### src/hdl/axil_csr_macros.svh
// ====================
// Widths and depths shared by the CSR package, the RTL and the testbench
// Include this header wherever one of these sizes is needed
// ====================

`ifndef AXIL_CSR_MACROS_SVH
`define AXIL_CSR_MACROS_SVH

// AXI-lite byte address width, giving a 4 KB register window
`define AXIL_ADDR_W 12
// Data bus width in bits and the matching number of byte lanes
`define AXIL_DATA_W 32
`define AXIL_STRB_W 4
// Transaction ID width, carried through the Avalon user field
`define AXIL_ID_W 4

// Avalon word address, which is the AXI address minus the 2 byte-offset bits
`define AVMM_ADDR_W 10
// Number of words that the register file actually implements
`define CSR_DEPTH 256

`endif
### src/hdl/axil_csr_pkg.sv
// ====================
// Channel types and helpers for the AXI-lite to Avalon CSR subsystem
// ====================

`default_nettype none

`include "axil_csr_macros.svh"

package axil_csr_pkg;

    // AXI response codes, which match the Avalon response encoding
    typedef enum logic [1:0] {
        OKAY   = 2'b00,
        SLVERR = 2'b10
    } axil_resp_t;

    // ====================
    // AXI-lite channel payloads
    // ====================

    typedef struct packed {
        logic [`AXIL_ADDR_W-1:0] addr;
        logic [2:0]              size;
        logic [`AXIL_ID_W-1:0]   id;
    } axil_ar_t;

    typedef struct packed {
        logic [`AXIL_ADDR_W-1:0] addr;
        logic [`AXIL_ID_W-1:0]   id;
    } axil_aw_t;

    typedef struct packed {
        logic [`AXIL_DATA_W-1:0] data;
        logic [`AXIL_STRB_W-1:0] strb;
    } axil_w_t;

    typedef struct packed {
        logic [`AXIL_DATA_W-1:0] data;
        axil_resp_t              resp;
        logic [`AXIL_ID_W-1:0]   id;
    } axil_r_t;

    typedef struct packed {
        axil_resp_t            resp;
        logic [`AXIL_ID_W-1:0] id;
    } axil_b_t;

    // ====================
    // Avalon split read/write payloads
    // ====================

    // The user field holds only the AXI ID
    typedef struct packed {
        logic [`AVMM_ADDR_W-1:0] address;
        logic [`AXIL_STRB_W-1:0] byteenable;
        logic [`AXIL_ID_W-1:0]   user;
    } avmm_rd_req_t;

    typedef struct packed {
        logic [`AVMM_ADDR_W-1:0] address;
        logic [`AXIL_DATA_W-1:0] writedata;
        logic [`AXIL_STRB_W-1:0] byteenable;
        logic [`AXIL_ID_W-1:0]   user;
    } avmm_wr_req_t;

    typedef struct packed {
        logic [`AXIL_DATA_W-1:0] readdata;
        axil_resp_t              response;
        logic [`AXIL_ID_W-1:0]   user;
    } avmm_rd_rsp_t;

    typedef struct packed {
        axil_resp_t            response;
        logic [`AXIL_ID_W-1:0] user;
    } avmm_wr_rsp_t;

    // Turn an AXI beat size into a mask of the low bytes that it covers
    // Anything from size 2 upward covers the whole bus
    function automatic logic [`AXIL_STRB_W-1:0] size_to_mask(input logic [2:0] size);
        case (size)
            3'd0:    return `AXIL_STRB_W'(1);
            3'd1:    return `AXIL_STRB_W'(3);
            default: return '1;
        endcase
    endfunction

endpackage

`default_nettype wire

### src/hdl/axil_to_avmm_rdwr.sv
// ====================
// AXI-lite slave to split Avalon read/write master bridge
// One read in flight at a time, and write responses cannot be stalled
// ====================

`timescale 1ns/1ps
`default_nettype none

`include "axil_csr_macros.svh"

module axil_to_avmm_rdwr #(
    // When set, the read ID is taken from a copy saved at issue time
    parameter int GEN_RD_RESPONSE_METADATA = 0
) (
    input  logic                       clk,
    input  logic                       reset_n,
    // AXI-lite side
    input  logic                       arvalid,
    output logic                       arready,
    input  axil_csr_pkg::axil_ar_t     ar,
    input  logic                       awvalid,
    output logic                       awready,
    input  axil_csr_pkg::axil_aw_t     aw,
    input  logic                       wvalid,
    output logic                       wready,
    input  axil_csr_pkg::axil_w_t      w,
    output logic                       rvalid,
    input  logic                       rready,
    output axil_csr_pkg::axil_r_t      r,
    output logic                       bvalid,
    output axil_csr_pkg::axil_b_t      b,
    // Avalon side
    output logic                       rd_read,
    output axil_csr_pkg::avmm_rd_req_t rd_req,
    input  logic                       rd_waitrequest,
    input  logic                       rd_readdatavalid,
    input  axil_csr_pkg::avmm_rd_rsp_t rd_rsp,
    output logic                       wr_write,
    output axil_csr_pkg::avmm_wr_req_t wr_req,
    input  logic                       wr_waitrequest,
    input  logic                       wr_writeresponsevalid,
    input  axil_csr_pkg::avmm_wr_rsp_t wr_rsp
);

    // Byte-offset bits that are dropped from AXI addresses
    localparam int BYTE_OFF_W = `AXIL_ADDR_W - `AVMM_ADDR_W;

    // ====================
    // Reads
    // ====================

    axil_csr_pkg::axil_ar_t ar_head;
    logic                   ar_pending;
    logic                   rd_busy;
    logic                   fwd_rd_req;
    logic [`AXIL_ID_W-1:0]  rd_saved_id;

    // The FIFO matches the delay of the write path so that ordering is not made worse
    fifo2 #(.T(axil_csr_pkg::axil_ar_t)) ar_fifo (
        .clk       (clk),
        .reset_n   (reset_n),
        .enq_data  (ar),
        .enq_en    (arvalid && arready),
        .not_full  (arready),
        .first     (ar_head),
        .deq_en    (fwd_rd_req),
        .not_empty (ar_pending)
    );

    // A read leaves the FIFO only when nothing is waiting on the r channel
    assign rd_read    = ar_pending && !rd_busy;
    assign fwd_rd_req = rd_read && !rd_waitrequest;

    always_comb
    begin
        rd_req.address    = ar_head.addr[BYTE_OFF_W +: `AVMM_ADDR_W];
        // Size mask moved up to the addressed byte lane
        rd_req.byteenable = `AXIL_STRB_W'(axil_csr_pkg::size_to_mask(ar_head.size) <<
                                          ar_head.addr[BYTE_OFF_W-1:0]);
        rd_req.user       = ar_head.id;
    end

    // Busy runs from issue until the r handshake, and rvalid holds until rready
    always_ff @(posedge clk)
    begin
        if (!reset_n)
        begin
            rd_busy <= 1'b0;
            rvalid  <= 1'b0;
        end
        else
        begin
            if (rvalid && rready)
            begin
                rd_busy <= 1'b0;
                rvalid  <= 1'b0;
            end
            else if (fwd_rd_req)
                rd_busy <= 1'b1;

            if (rd_readdatavalid)
                rvalid <= 1'b1;
        end
    end

    // Response payload, registered once and held while rvalid waits
    always_ff @(posedge clk)
    begin
        if (fwd_rd_req)
            rd_saved_id <= ar_head.id;

        if (rd_readdatavalid)
        begin
            r.data <= rd_rsp.readdata;
            r.resp <= rd_rsp.response;
            r.id   <= (GEN_RD_RESPONSE_METADATA != 0) ? rd_saved_id : rd_rsp.user;
        end
    end

    // ====================
    // Writes
    // ====================

    axil_csr_pkg::axil_aw_t aw_head;
    axil_csr_pkg::axil_w_t  w_head;
    logic                   aw_pending;
    logic                   w_pending;
    logic                   fwd_wr_req;

    fifo2 #(.T(axil_csr_pkg::axil_aw_t)) aw_fifo (
        .clk       (clk),
        .reset_n   (reset_n),
        .enq_data  (aw),
        .enq_en    (awvalid && awready),
        .not_full  (awready),
        .first     (aw_head),
        .deq_en    (fwd_wr_req),
        .not_empty (aw_pending)
    );

    fifo2 #(.T(axil_csr_pkg::axil_w_t)) w_fifo (
        .clk       (clk),
        .reset_n   (reset_n),
        .enq_data  (w),
        .enq_en    (wvalid && wready),
        .not_full  (wready),
        .first     (w_head),
        .deq_en    (fwd_wr_req),
        .not_empty (w_pending)
    );

    // Address and data are merged into one Avalon write, both popped together
    assign wr_write   = aw_pending && w_pending;
    assign fwd_wr_req = wr_write && !wr_waitrequest;

    always_comb
    begin
        wr_req.address    = aw_head.addr[BYTE_OFF_W +: `AVMM_ADDR_W];
        wr_req.writedata  = w_head.data;
        wr_req.byteenable = w_head.strb;
        wr_req.user       = aw_head.id;

        // No buffering here, so b can never be stalled
        bvalid = wr_writeresponsevalid;
        b.resp = wr_rsp.response;
        b.id   = wr_rsp.user;
    end

endmodule

`default_nettype wire

### src/hdl/fifo2.sv
// ====================
// Two-entry FIFO for one payload type, used to decouple AXI channels
// ====================

`timescale 1ns/1ps
`default_nettype none

module fifo2 #(
    parameter type T = logic
) (
    input  logic clk,
    input  logic reset_n,
    input  T     enq_data,
    input  logic enq_en,
    output logic not_full,
    output T     first,
    input  logic deq_en,
    output logic not_empty
);

    // Slot 0 is always the oldest entry and slot 1 only fills behind it
    T     data0, data1;
    logic valid0, valid1;

    assign first     = data0;
    assign not_empty = valid0;
    // Ready only while the second slot is free
    assign not_full  = !valid1;

    // Valid flags
    always_ff @(posedge clk)
    begin
        if (!reset_n)
        begin
            valid0 <= 1'b0;
            valid1 <= 1'b0;
        end
        else if (deq_en)
        begin
            // Slot 0 refills from slot 1 or directly from the incoming entry
            valid0 <= valid1 || enq_en;
            valid1 <= valid1 && enq_en;
        end
        else if (enq_en)
        begin
            valid0 <= 1'b1;
            valid1 <= valid0;
        end
    end

    // Payload slots, steered the same way as the flags
    always_ff @(posedge clk)
    begin
        if (deq_en)
        begin
            data0 <= valid1 ? data1 : enq_data;
            data1 <= enq_data;
        end
        else if (enq_en)
        begin
            if (!valid0)
                data0 <= enq_data;
            else
                data1 <= enq_data;
        end
    end

endmodule

`default_nettype wire

### config.mk
export PLATFORM = sky130hd
export DESIGN_NAME = axil_to_avmm_rdwr
export DESIGN_NICKNAME = d
export VERILOG_FILES = /design/src/hdl/axil_csr_pkg.sv /design/src/hdl/axil_to_avmm_rdwr.sv /design/src/hdl/fifo2.sv
export VERILOG_INCLUDE_DIRS = /design/src /design/src/hdl
export SDC_FILE = /design/constraint.sdc
export NUM_CORES = 1
export LEC_CHECK = 0
export ABC_AREA = 1
export ABC_CLOCK_PERIOD_IN_PS = 4980
export BUFFER_PORTS_ARGS = -buffer_cell sky130_fd_sc_hd__buf_2
export CORE_UTILIZATION = 35
export CTS_BUF_LIST = sky130_fd_sc_hd__clkbuf_8
export DETAILED_ROUTE_END_ITERATION = 16
export GPL_ROUTABILITY_DRIVEN = 0
export GPL_TIMING_DRIVEN = 1
export PLACE_DENSITY = 0.61
export SETUP_SLACK_MARGIN = 0.02
export SYNTH_ARGS = -nofsm -noshare
export SYNTH_HDL_FRONTEND = slang
export SYNTH_HIERARCHICAL = 1
export SYNTH_SLANG_ARGS = --single-unit
### constraint.sdc
create_clock -name clk -period 4.98 [get_ports clk]
set_clock_uncertainty 0.15 [all_clocks]
set_input_delay 0.249 -clock clk [delete_from_list [all_inputs] [get_ports clk]]
set_output_delay 0.249 -clock clk [all_outputs]
set_load 0.005 [all_outputs]
==> impl_results.md, run 1 <==
- All-Layer GR Usage: 15.6%
- Psw: 0.825 mW
- Die Ht: 142 um
- R2R depth: 6
- Pint: 2.43 mW
- Setup CP Type: reg -> reg
- Number of global-route vias before repair: 4739
- Clock-pin slew on the worst setup and hold paths: 0.10 ns
- CP max FO: 37
- WL/cell: 14.4 um
- Top delay family on crit path: simple AND/OR/NAND/NOR gates
- Number of cell rows: 50
- Max clock buf depth: 2
- Final ANT Viol Nets: 0
- Buf/Inv on CP: 1
- Logic pwr share: 10.3%
- Critical Path Max Stage Delay: 0.55 ns
- DR vias/cell: 4.40
- Setup_tns: 0 ns
- Critical Path, Cell by Cell: nand2_1 > nor2_4 > buf_4 > nand2_2 > nand2_1 > nand2_1
- Reg2reg start: w_fifo/not_empty
- Most common cell after layout, fill and taps aside: buf_2
- Most frequent CP cell: nand2_1
- CTS H-Tree Depth: 4
- Critical path origin: w_fifo/not_empty
- Setup Buffers After CTS: 0
- Status: finished, final reports clean
- First-pass GRT wire length: 23700 um
- Post-Syn Area: 6880 um^2
- Layout cell share with drive strength beyond 1: 33.2%
- Final cycle utilization of the critical path: 55.2%
- Worst EP required: 5.05 ns
- Layout Nets: 958
- # setup viols final: 0
- Final Critical Period: 2.75 ns
- Largest net degree at the start of global routing: 40
- Clock share of power: 32.4%
- Clk_lat worst skew: 0.47 ns
- Critical path launch point type: register
- Worst slew pin tran: 1.07 ns
- I/O pin count: 244
- Clk root buf: clkbuf_8
- RSZ-0062 raised after global routing: false
- PostCTS Resize Cnt: 0
- Hold Path End: ar_fifo/not_empty
- Hpwl dp: 10000 um
- Crit Reg-Reg Endpoint: w_fifo/first[30]
- Worst Hold Class: in -> reg
- CTS tree: yes
- Synth warn: 6
- TritonCTS buffer count: 17
- Fin. max-slew vios: 0
- Most frequent cells in the layout: buf_2, edfxtp_1, nand2_1
- Final core occ: 51.3%
- Fin. Hold Viols: 0
- HP Start: arvalid
- Initial antenna violation count: 0
- Mapped Nets: 622
- ANT cells: 0
- Die ar.: 20200 um^2
- Peak supply drop: 177 uV
- TritonCTS Sinks: 184
- Net Sw Frac: 25.4%
- Final wirelength: 15900 um
- DRT iter0 DRCs: 257
- CTS Hold Bufs: 113
- CP max-delay cell: nand2_2
- IO buf count: 227
- Syn Area/Cell: 13.9 um^2
- Worst EP arrival: 2.81 ns
- FF-to-FF setup slack: 2.23 ns
- Chip width: 142 um
- Core area: 19000 um^2
- Max cap viols: 0
- Sequential power share: 57.3%
- Fmax: 0.364 GHz
- Cell Pwr Density: 333 nW/um^2
- DR DRC count: 0
- Area growth syn-to-layout: 41.8%
- DR pass1 iterations: 5
- Hold Path Stages: 5
- Worst setup EP type: register
- Slew HR: 28.8%
- Initial Util: 36.2%
- Remaining Overflow, GRT: 0
- Via Count: 4871
- Cells after Synth: 497
- Leakage power: 4.17 nW
[final cells by class]
cell class	instances	area (um^2)
Clock buffer	17	234
Clock inverter	15	205
Fill cell	1655	9260
Inverter	25	93.8
Multi-Input combinational cell	259	1150
Sequential cell	184	5450
Tap cell	260	325
Timing Repair Buffer	346	2310
[power groups by stage]
stage / Combinational (mW) / Clock (mW) / Sequential, mW
floorplan: 0.101 / 0 / 1.90
global placement: 0.261 / 0 / 1.90
detailed placement: 0.266 / 0 / 1.90
CTS: 0.338 / 1.09 / 1.86
global route: 0.368 / 1.14 / 1.87
finish: 0.334 / 1.05 / 1.86
[worst max path at each step]
| stage | slack, ns | cells after the start | to |
|---|---|---|---|
| after floorplan | 1.05 | 6 | w_fifo/first[0] |
| after global placement | 2.25 | 6 | w_fifo/first[9] |
| after detailed placement | 2.23 | 6 | w_fifo/first[23] |
| after CTS | 2.22 | 6 | w_fifo/first[30] |
| after global routing | 2.01 | 6 | w_fifo/first[23] |
| final | 2.23 | 6 | w_fifo/first[30] |
[worst register-to-register path: stages (launching register included)]
cell,delay [ns]
dfxtp_1,0.44
nand2_1,0.14
nor2_4,0.42
buf_4,0.49
nand2_2,0.58
nand2_1,0.22
nand2_1,0.07
[sequential cells by signal (all words and copies together), names as in the netlist, 14 cells and up]
signal         cells
r                 38
aw_fifo/first     14
w_fifo/first      36
w_fifo/data1      36
ar_fifo/first     19
ar_fifo/data1     19
aw_fifo/data1     14
[stage by stage]
step | hold WS, ns | total power, mW | setup slack (ns) | instance area [um^2] | cells
after floorplan | 0.198 | 2.01 | 1.05 | 6880 | 497
after global placement | 0.275 | 2.16 | 2.25 | 8190 | 961
after detailed placement | 0.277 | 2.16 | 2.23 | 8190 | 961
after CTS | 0.0111 | 3.29 | 2.22 | 9760 | 1106
after global routing | 0.0282 | 3.38 | 2.01 | 9760 | 1106
final | 0.0386 | 3.25 | 2.23 | 9760 | 1106
[per-layer routing]
layer / wire [um] / track usage, % / vias up
met4: 383 / 6.73 / 0
li1: - / - / 2392
met5: 0 / 0 / -
met1: 6540 / 18.3 / 2253
met2: 8040 / 26.9 / 197
met3: 948 / 4.17 / 29
No activity file was read; power rests on OpenSTA's default activity.
==> run 2, diff against run 1 <==
--- a/config.mk
+++ b/config.mk
@@ -7,14 +7,14 @@
 export NUM_CORES = 1
 export LEC_CHECK = 0
 export ABC_AREA = 1
-export ABC_CLOCK_PERIOD_IN_PS = 4980
+export ABC_CLOCK_PERIOD_IN_PS = 2350
 export BUFFER_PORTS_ARGS = -buffer_cell sky130_fd_sc_hd__buf_2
 export CORE_UTILIZATION = 35
 export CTS_BUF_LIST = sky130_fd_sc_hd__clkbuf_8
 export DETAILED_ROUTE_END_ITERATION = 16
 export GPL_ROUTABILITY_DRIVEN = 0
 export GPL_TIMING_DRIVEN = 1
-export PLACE_DENSITY = 0.61
+export PLACE_DENSITY = 0.64
 export SETUP_SLACK_MARGIN = 0.02
 export SYNTH_ARGS = -nofsm -noshare
 export SYNTH_HDL_FRONTEND = slang
==> constraint.sdc (replaced) <==
create_clock -name clk -period 2.35 [get_ports clk]
set_clock_uncertainty 0.15 [all_clocks]
set_input_delay 0.1175 -clock clk [delete_from_list [all_inputs] [get_ports clk]]
set_output_delay 0.1175 -clock clk [all_outputs]
set_load 0.005 [all_outputs]
==> run 2 against run 1 <==
Compared with the run above:
- die area is the same
- sequential power is 110% higher
- power rose by 110%
- clock-buffer cell count unchanged
- first-iteration DRC count fell by 18%
- clock power rose by 95%
- hold slack gained 0.046 ns
- non-clock buffer count increased by 13
- global-route usage about the same
- fmax rose by 40%
- utilization up 0.40 points
- critical path depth fell by 1
- largest power group unchanged
==> impl_results.md, run 2 (same netlist as run 1, synthesis figures left out) <==
- Status: finished, final reports clean (unchanged)
- Max clock buf depth: 2 (unchanged)
- Die ar.: 20200 um^2 (unchanged)
- Most common cell after layout, fill and taps aside: buf_2 (unchanged)
- Fin. Hold Viols: 0 (unchanged)
- Sequential power share: 58.5% (was 57.3%)
- DRT iter0 DRCs: 211 (was 257)
- Placed insts: 972 (was 961)
- Max cap viols: 0 (unchanged)
- Worst slew pin tran: 0.828 ns (was 1.07 ns)
- Most frequent cells in the layout: buf_2, edfxtp_1, nand2_1 (unchanged)
- Peak supply drop: 317 uV (was 177 uV)
- Final ANT Viol Nets: 0 (unchanged)
- Pint: 5.11 mW (was 2.43 mW)
- Clk root buf: clkbuf_8 (unchanged)
- CP max-delay cell: nor3_2 (was nand2_2)
- TritonCTS buffer count: 17 (unchanged)
- RSZ-0062 raised after global routing: false (unchanged)
- Layout cell share with drive strength beyond 1: 33.9% (was 33.2%)
- Number of cell rows: 50 (unchanged)
- Hold_ws: 0.0850 ns (was 0.0386 ns)
- Chip width: 142 um (unchanged)
- I/O pin count: 244 (unchanged)
- Cell Pwr Density: 684 nW/um^2 (was 333 nW/um^2)
- ANT cells: 0 (unchanged)
- Logic pwr share: 11.1% (was 10.3%)
- # setup viols final: 0 (unchanged)
- Clock share of power: 30.4% (was 32.4%)
- Final cycle utilization of the critical path: 83.6% (was 55.2%)
- Area growth syn-to-layout: 42.9% (was 41.8%)
- CTS tree: yes (unchanged)
- CP max FO: 20 (was 37)
- Slew HR: 44.8% (was 28.8%)
- Net Sw Frac: 24.1% (was 25.4%)
- Worst EP required: 2.40 ns (was 5.05 ns)
- Via Count: 4888 (was 4871)
- Clk_lat worst skew: 0.44 ns (was 0.47 ns)
- DR DRC count: 0 (unchanged)
- WL/cell: 14.0 um (was 14.4 um)
- Leakage power: 4.22 nW (was 4.17 nW)
- Fin. max-slew vios: 0 (unchanged)
- All-Layer GR Usage: 15.7% (was 15.6%)
- Final Critical Period: 1.97 ns (was 2.75 ns)
- Flip-flop count of the largest register after layout: 38 (unchanged)
- DR vias/cell: 4.37 (was 4.40)
- Top delay family on crit path: simple AND/OR/NAND/NOR gates (unchanged)
- Remaining Overflow, GRT: 0 (unchanged)
- Critical path launch point type: register (unchanged)
- Cell Count, Final, Fillers Out: 1119 (was 1106)
- Die Ht: 142 um (unchanged)
- Total power: 6.73 mW (was 3.25 mW)
- Worst EP arrival: 2.02 ns (was 2.81 ns)
- Largest reg by FF count: r (unchanged)
- Core area: 19000 um^2 (unchanged)
- DR pass1 iterations: 4 (was 5)
- Final wirelength: 15700 um (was 15900 um)
- Fillers: 1634 (was 1655)
- Critical Path Max Stage Delay: 0.45 ns (was 0.55 ns)
- CTS H-Tree Depth: 4 (unchanged)
- Critical Path, Cell by Cell: inv_1 > nor3_2 > nand2_2 > nand2_1 > nand2_1 (was nand2_1 > nor2_4 > buf_4 > nand2_2 > nand2_1 > nand2_1)
- Setup_tns: 0 ns (unchanged)
- Clock-pin slew on the worst setup and hold paths: 0.10 ns (about the same)
- Initial Util: 36.2% (unchanged)
- Initial antenna violation count: 0 (unchanged)
- TritonCTS Sinks: 184 (unchanged)
- Worst setup EP type: register (unchanged)
- Layout Nets: 971 (was 958)
- Number of global-route vias before repair: 4816 (was 4739)
- Hpwl dp: 10100 um (was 10000 um)
- Largest net degree at the start of global routing: 40 (unchanged)
- Most frequent CP cell: nand2_1 (unchanged)
- Psw: 1.62 mW (was 0.825 mW)
- IO buf count: 227 (unchanged)
- Buf/Inv on CP: 1 (unchanged)
- Worst Hold Class: in -> out (was in -> reg)
- Setup CP Type: reg -> reg (unchanged)
- First-pass GRT wire length: 24100 um (was 23700 um)
- Fmax: 0.509 GHz (was 0.364 GHz)
==> run 2: cell count changes in the layout (fill, tap and decap cells not counted) <==
| cell | delta |
|---|---|
| buf_12 | +2 |
| inv_6 | -1 |
| clkinv_8 | -5 |
| clkinv_1 | +2 |
| nand2_1 | -2 |
| nand2_2 | +2 |
| inv_1 | +1 |
| dlygate4sd3_1 | +2 |
| clkinvlp_4 | +3 |
| buf_4 | +9 |
==> run 2: repair_timing <==
item | 4_1_cts | 5_1_grt
endpoints found under the hold margin | 184 | 0
resized for setup | 0 | 1
setup endpoints to repair | 0 | 18
hold buffers | 115 | 0
buffers inserted | 0 | 0
==> run 2: area by class of cell <==
class                      instances  area, um^2  share of cell area [%]
clock buffer                      17         234                    2.38
timing repair buffer             359        2440                    24.8
tap                              260         325                    3.31
clock inverter                    15         149                    1.51
inverter                          25        93.8                   0.954
multi-input combinational        259        1150                    11.7
sequential                       184        5450                    55.3
==> run 2: stage by stage <==
stage	utilization, %	setup slack, ns	cell area (um^2)
after floorplan	-	0.0771	6890
after global placement	43.7	0.257	8300
after detailed placement	43.7	0.186	8300
after CTS	51.7	0.176	9840
after global routing	51.7	0.208	9840
final	51.7	0.384	9840
==> run 2: worst paths after layout <==
path | from | endpoint | slack (ns) | cells after the start
max reg2reg | ar_fifo/not_empty | ar_fifo/first[6] | 0.38 | 5
max | ar_fifo/not_empty | ar_fifo/first[6] | 0.38 | 5
min | wr_rsp[2] | b[2] | 0.09 | 0
min reg2reg | rd_busy | rd_busy | 0.38 | 2
==> run 2: power groups by stage <==
stage	Clock [mW]	Sequential (mW)	Combinational [mW]
floorplan	0	4.03	0.216
global placement	0	4.01	0.588
detailed placement	0	4.01	0.598
CTS	2.12	3.94	0.750
global route	2.22	3.97	0.823
finish	2.05	3.94	0.745
==> run 2: per-layer routing <==
layer / vias up / wire length (um) / track usage (%) / share of wire (%)
met5: - / 0 / 0 / 0
met4: 0 / 184 / 5.60 / 1.2
met3: 15 / 1020 / 4.44 / 6.5
met2: 175 / 7980 / 27.7 / 51
met1: 2277 / 6540 / 18.0 / 42
li1: 2421 / - / - / -
==> run 3, diff against run 2 <==
--- a/config.mk
+++ b/config.mk
@@ -7,14 +7,14 @@
 export NUM_CORES = 1
 export LEC_CHECK = 0
 export ABC_AREA = 1
-export ABC_CLOCK_PERIOD_IN_PS = 2350
+export ABC_CLOCK_PERIOD_IN_PS = 2000
 export BUFFER_PORTS_ARGS = -buffer_cell sky130_fd_sc_hd__buf_2
 export CORE_UTILIZATION = 35
 export CTS_BUF_LIST = sky130_fd_sc_hd__clkbuf_8
 export DETAILED_ROUTE_END_ITERATION = 16
 export GPL_ROUTABILITY_DRIVEN = 0
 export GPL_TIMING_DRIVEN = 1
-export PLACE_DENSITY = 0.64
+export PLACE_DENSITY = 0.61
 export SETUP_SLACK_MARGIN = 0.02
 export SYNTH_ARGS = -nofsm -noshare
 export SYNTH_HDL_FRONTEND = slang
==> constraint.sdc (replaced) <==
create_clock -name clk -period 2 [get_ports clk]
set_clock_uncertainty 0.15 [all_clocks]
set_input_delay 0.1 -clock clk [delete_from_list [all_inputs] [get_ports clk]]
set_output_delay 0.1 -clock clk [all_outputs]
set_load 0.005 [all_outputs]
==> run 3 against run 2 <==
Compared with the run above:
- fmax grew 13%
- first-iteration DRC count grew 12%
- combinational power grew 17%
- largest cell class unchanged
- largest power group unchanged
==> impl_results.md, run 3 (same netlist as run 1, synthesis figures left out) <==
- Worst Hold Class: in -> out (unchanged)
- TritonCTS Sinks: 184 (unchanged)
- DR DRC count: 0 (unchanged)
- Post-route setup slack: 0.261 ns (was 0.384 ns)
- Final core occ: 52.2% (was 51.7%)
- Setup Buffers After CTS: 0 (unchanged)
- Remaining Overflow, GRT: 0 (unchanged)
- Worst slew pin tran: 0.715 ns (was 0.828 ns)
- CTS tree: yes (unchanged)
- Hold Path End: b[2] (unchanged)
- Slew HR: 52.3% (was 44.8%)
- Largest net degree at the start of global routing: 40 (unchanged)
- # setup viols final: 0 (unchanged)
- Final cycle utilization of the critical path: 87.0% (was 83.6%)
- Critical path launch point type: register (unchanged)
- Clk_lat worst skew: 0.45 ns (was 0.44 ns)
- All-Layer GR Usage: 16.0% (was 15.7%)
- Initial antenna violation count: 1 (was 0)
- Fillers: 1677 (was 1634)
- Setup CP Type: reg -> reg (unchanged)
- Register area: 5450 um^2 (unchanged)
- Final Critical Period: 1.74 ns (was 1.97 ns)
- TritonCTS buffer count: 17 (unchanged)
- Buf/Inv on CP: 1 (unchanged)
- HP Start: wr_rsp[2] (unchanged)
- CP max-delay cell: dfxtp_1 (was nor3_2)
- Die Ht: 142 um (unchanged)
- Total power: 8.08 mW (was 6.73 mW)
- Fin. Hold Viols: 0 (unchanged)
- Worst EP arrival: 1.79 ns (was 2.02 ns)
- Crit Reg-Reg Endpoint: aw_fifo/first[6] (was ar_fifo/first[6])
- DR vias/cell: 4.39 (was 4.37)
- Via Count: 4935 (was 4888)
- Most common cell after layout, fill and taps aside: buf_2 (unchanged)
- Hold Path Stages: 0 (unchanged)
- Area growth syn-to-layout: 44.1% (was 42.9%)
- Critical Path, Cell by Cell: nand2_1 > nor2_4 > buf_4 > nand2_4 > nand2_1 > nand2_1 (was inv_1 > nor3_2 > nand2_2 > nand2_1 > nand2_1)
- Number of global-route vias before repair: 4954 (was 4816)
- Placed insts: 975 (was 972)
- First-pass GRT wire length: 24500 um (was 24100 um)
- Layout Nets: 976 (was 971)
- Critical Path Max Stage Delay: 0.43 ns (was 0.45 ns)
- Hpwl dp: 10100 um (about the same)
- Top delay family on crit path: simple AND/OR/NAND/NOR gates (unchanged)
- Cell Count, Final, Fillers Out: 1125 (was 1119)
- Die ar.: 20200 um^2 (unchanged)
- Largest reg by FF count: r (unchanged)
- Leakage power: 4.26 nW (was 4.22 nW)
- FF-to-FF setup slack: 0.26 ns (was 0.38 ns)
- RSZ-0062 raised after global routing: false (unchanged)
- Worst setup EP type: register (unchanged)
- DRT iter0 DRCs: 237 (was 211)
- Initial Util: 36.2% (unchanged)
- Most frequent CP cell: nand2_1 (unchanged)
- Fin. max-slew vios: 0 (unchanged)
- Max clock buf depth: 2 (unchanged)
- Chip width: 142 um (unchanged)
- CP max FO: 15 (was 20)
- Number of cell rows: 50 (unchanged)
- Pre-CTS setup slack: 0.146 ns (was 0.186 ns)
- Flip-flop count of the largest register after layout: 38 (unchanged)
- Reg2reg start: w_fifo/not_empty (was ar_fifo/not_empty)
- Max cap viols: 0 (unchanged)
- Core area: 19000 um^2 (unchanged)
- Final ANT Viol Nets: 0 (unchanged)
- CTS H-Tree Depth: 4 (unchanged)
- Fmax: 0.575 GHz (was 0.509 GHz)
- Worst EP required: 2.05 ns (was 2.40 ns)
- IO buf count: 227 (unchanged)
- R2R depth: 6 (was 5)
- Clock-pin slew on the worst setup and hold paths: 0.09 ns (was 0.10 ns)
- Peak supply drop: 439 uV (was 317 uV)
- Multi-input gate area: 1160 um^2 (was 1150 um^2)
- Layout cell share with drive strength beyond 1: 34.0% (was 33.9%)
- I/O pin count: 244 (unchanged)
- Final wirelength: 15700 um (about the same)
- Cell Pwr Density: 814 nW/um^2 (was 684 nW/um^2)
- Most frequent cells in the layout: buf_2, edfxtp_1, nand2_1 (unchanged)
- Clk root buf: clkbuf_8 (unchanged)
- WL/cell: 14.0 um (about the same)
- Setup_tns: 0 ns (unchanged)
- Status: finished, final reports clean (unchanged)
- Critical path origin: w_fifo/not_empty (was ar_fifo/not_empty)
- DR pass1 iterations: 4 (unchanged)
## run 3: changes by cell type in the layout (fill, tap and decap cells not counted)
cell	before	now
bufinv_16	1	3
inv_8	3	1
clkinv_8	1	0
diode_2	0	1
buf_4	15	18
nand2_2	6	5
clkinvlp_4	3	2
clkinv_2	0	1
o21ai_1	5	4
nand2_1	158	159
dlygate4sd3_1	115	117
clkinv_4	2	3
o21ai_4	1	2
## run 3: routing by layer
metal | routed length (um) | vias to the layer above | GRT usage (%)
met2 | 7890 | 163 | 27.7
li1 | - | 2427 | -
met5 | 0 | - | 0
met3 | 1120 | 18 | 5.25
met4 | 184 | 0 | 4.87
met1 | 6540 | 2327 | 18.8
## run 3: final cells by class
cell class / instances / area share [%]
tap: 260 / 3.28
multi-input combinational: 259 / 11.7
sequential: 184 / 54.9
antenna: 1 / 0.0252
timing repair buffer: 364 / 25.0
inverter: 25 / 0.946
clock inverter: 15 / 1.78
clock buffer: 17 / 2.36
## run 3: how the worst max path moves through the flow
stage	endpoint	slack [ns]	cells past startpoint
2_1_floorplan	w_fifo/first[0]	0.06	6
3_3_place_gp	ar_fifo/first[16]	0.14	5
3_5_place_dp	ar_fifo/first[14]	0.15	5
4_1_cts	ar_fifo/first[14]	0.14	5
5_1_grt	w_fifo/first[27]	0.13	6
6_report	aw_fifo/first[6]	0.26	6
## run 3: report_power, final
part / total (mW) / internal, mW / switching [mW]
Combinational: 0.873 / 0.435 / 0.438
Clock: 2.58 / 1.24 / 1.34
Sequential: 4.63 / 4.55 / 0.0787
## run 3: what timing repair did
action / 4_1_cts / 5_1_grt
resized for setup: 0 / 1
endpoints found under the setup margin: 0 / 19
hold buffers: 117 / 0
endpoints found under the hold margin: 222 / 0
## run 3: stage by stage
stage	area, um^2	hold WS, ns
2_1_floorplan	6910	0.0489
3_3_place_gp	8330	0.0500
3_5_place_dp	8330	0.0500
4_1_cts	9910	0.0500
5_1_grt	9920	0.0500
6_report	9920	0.0500
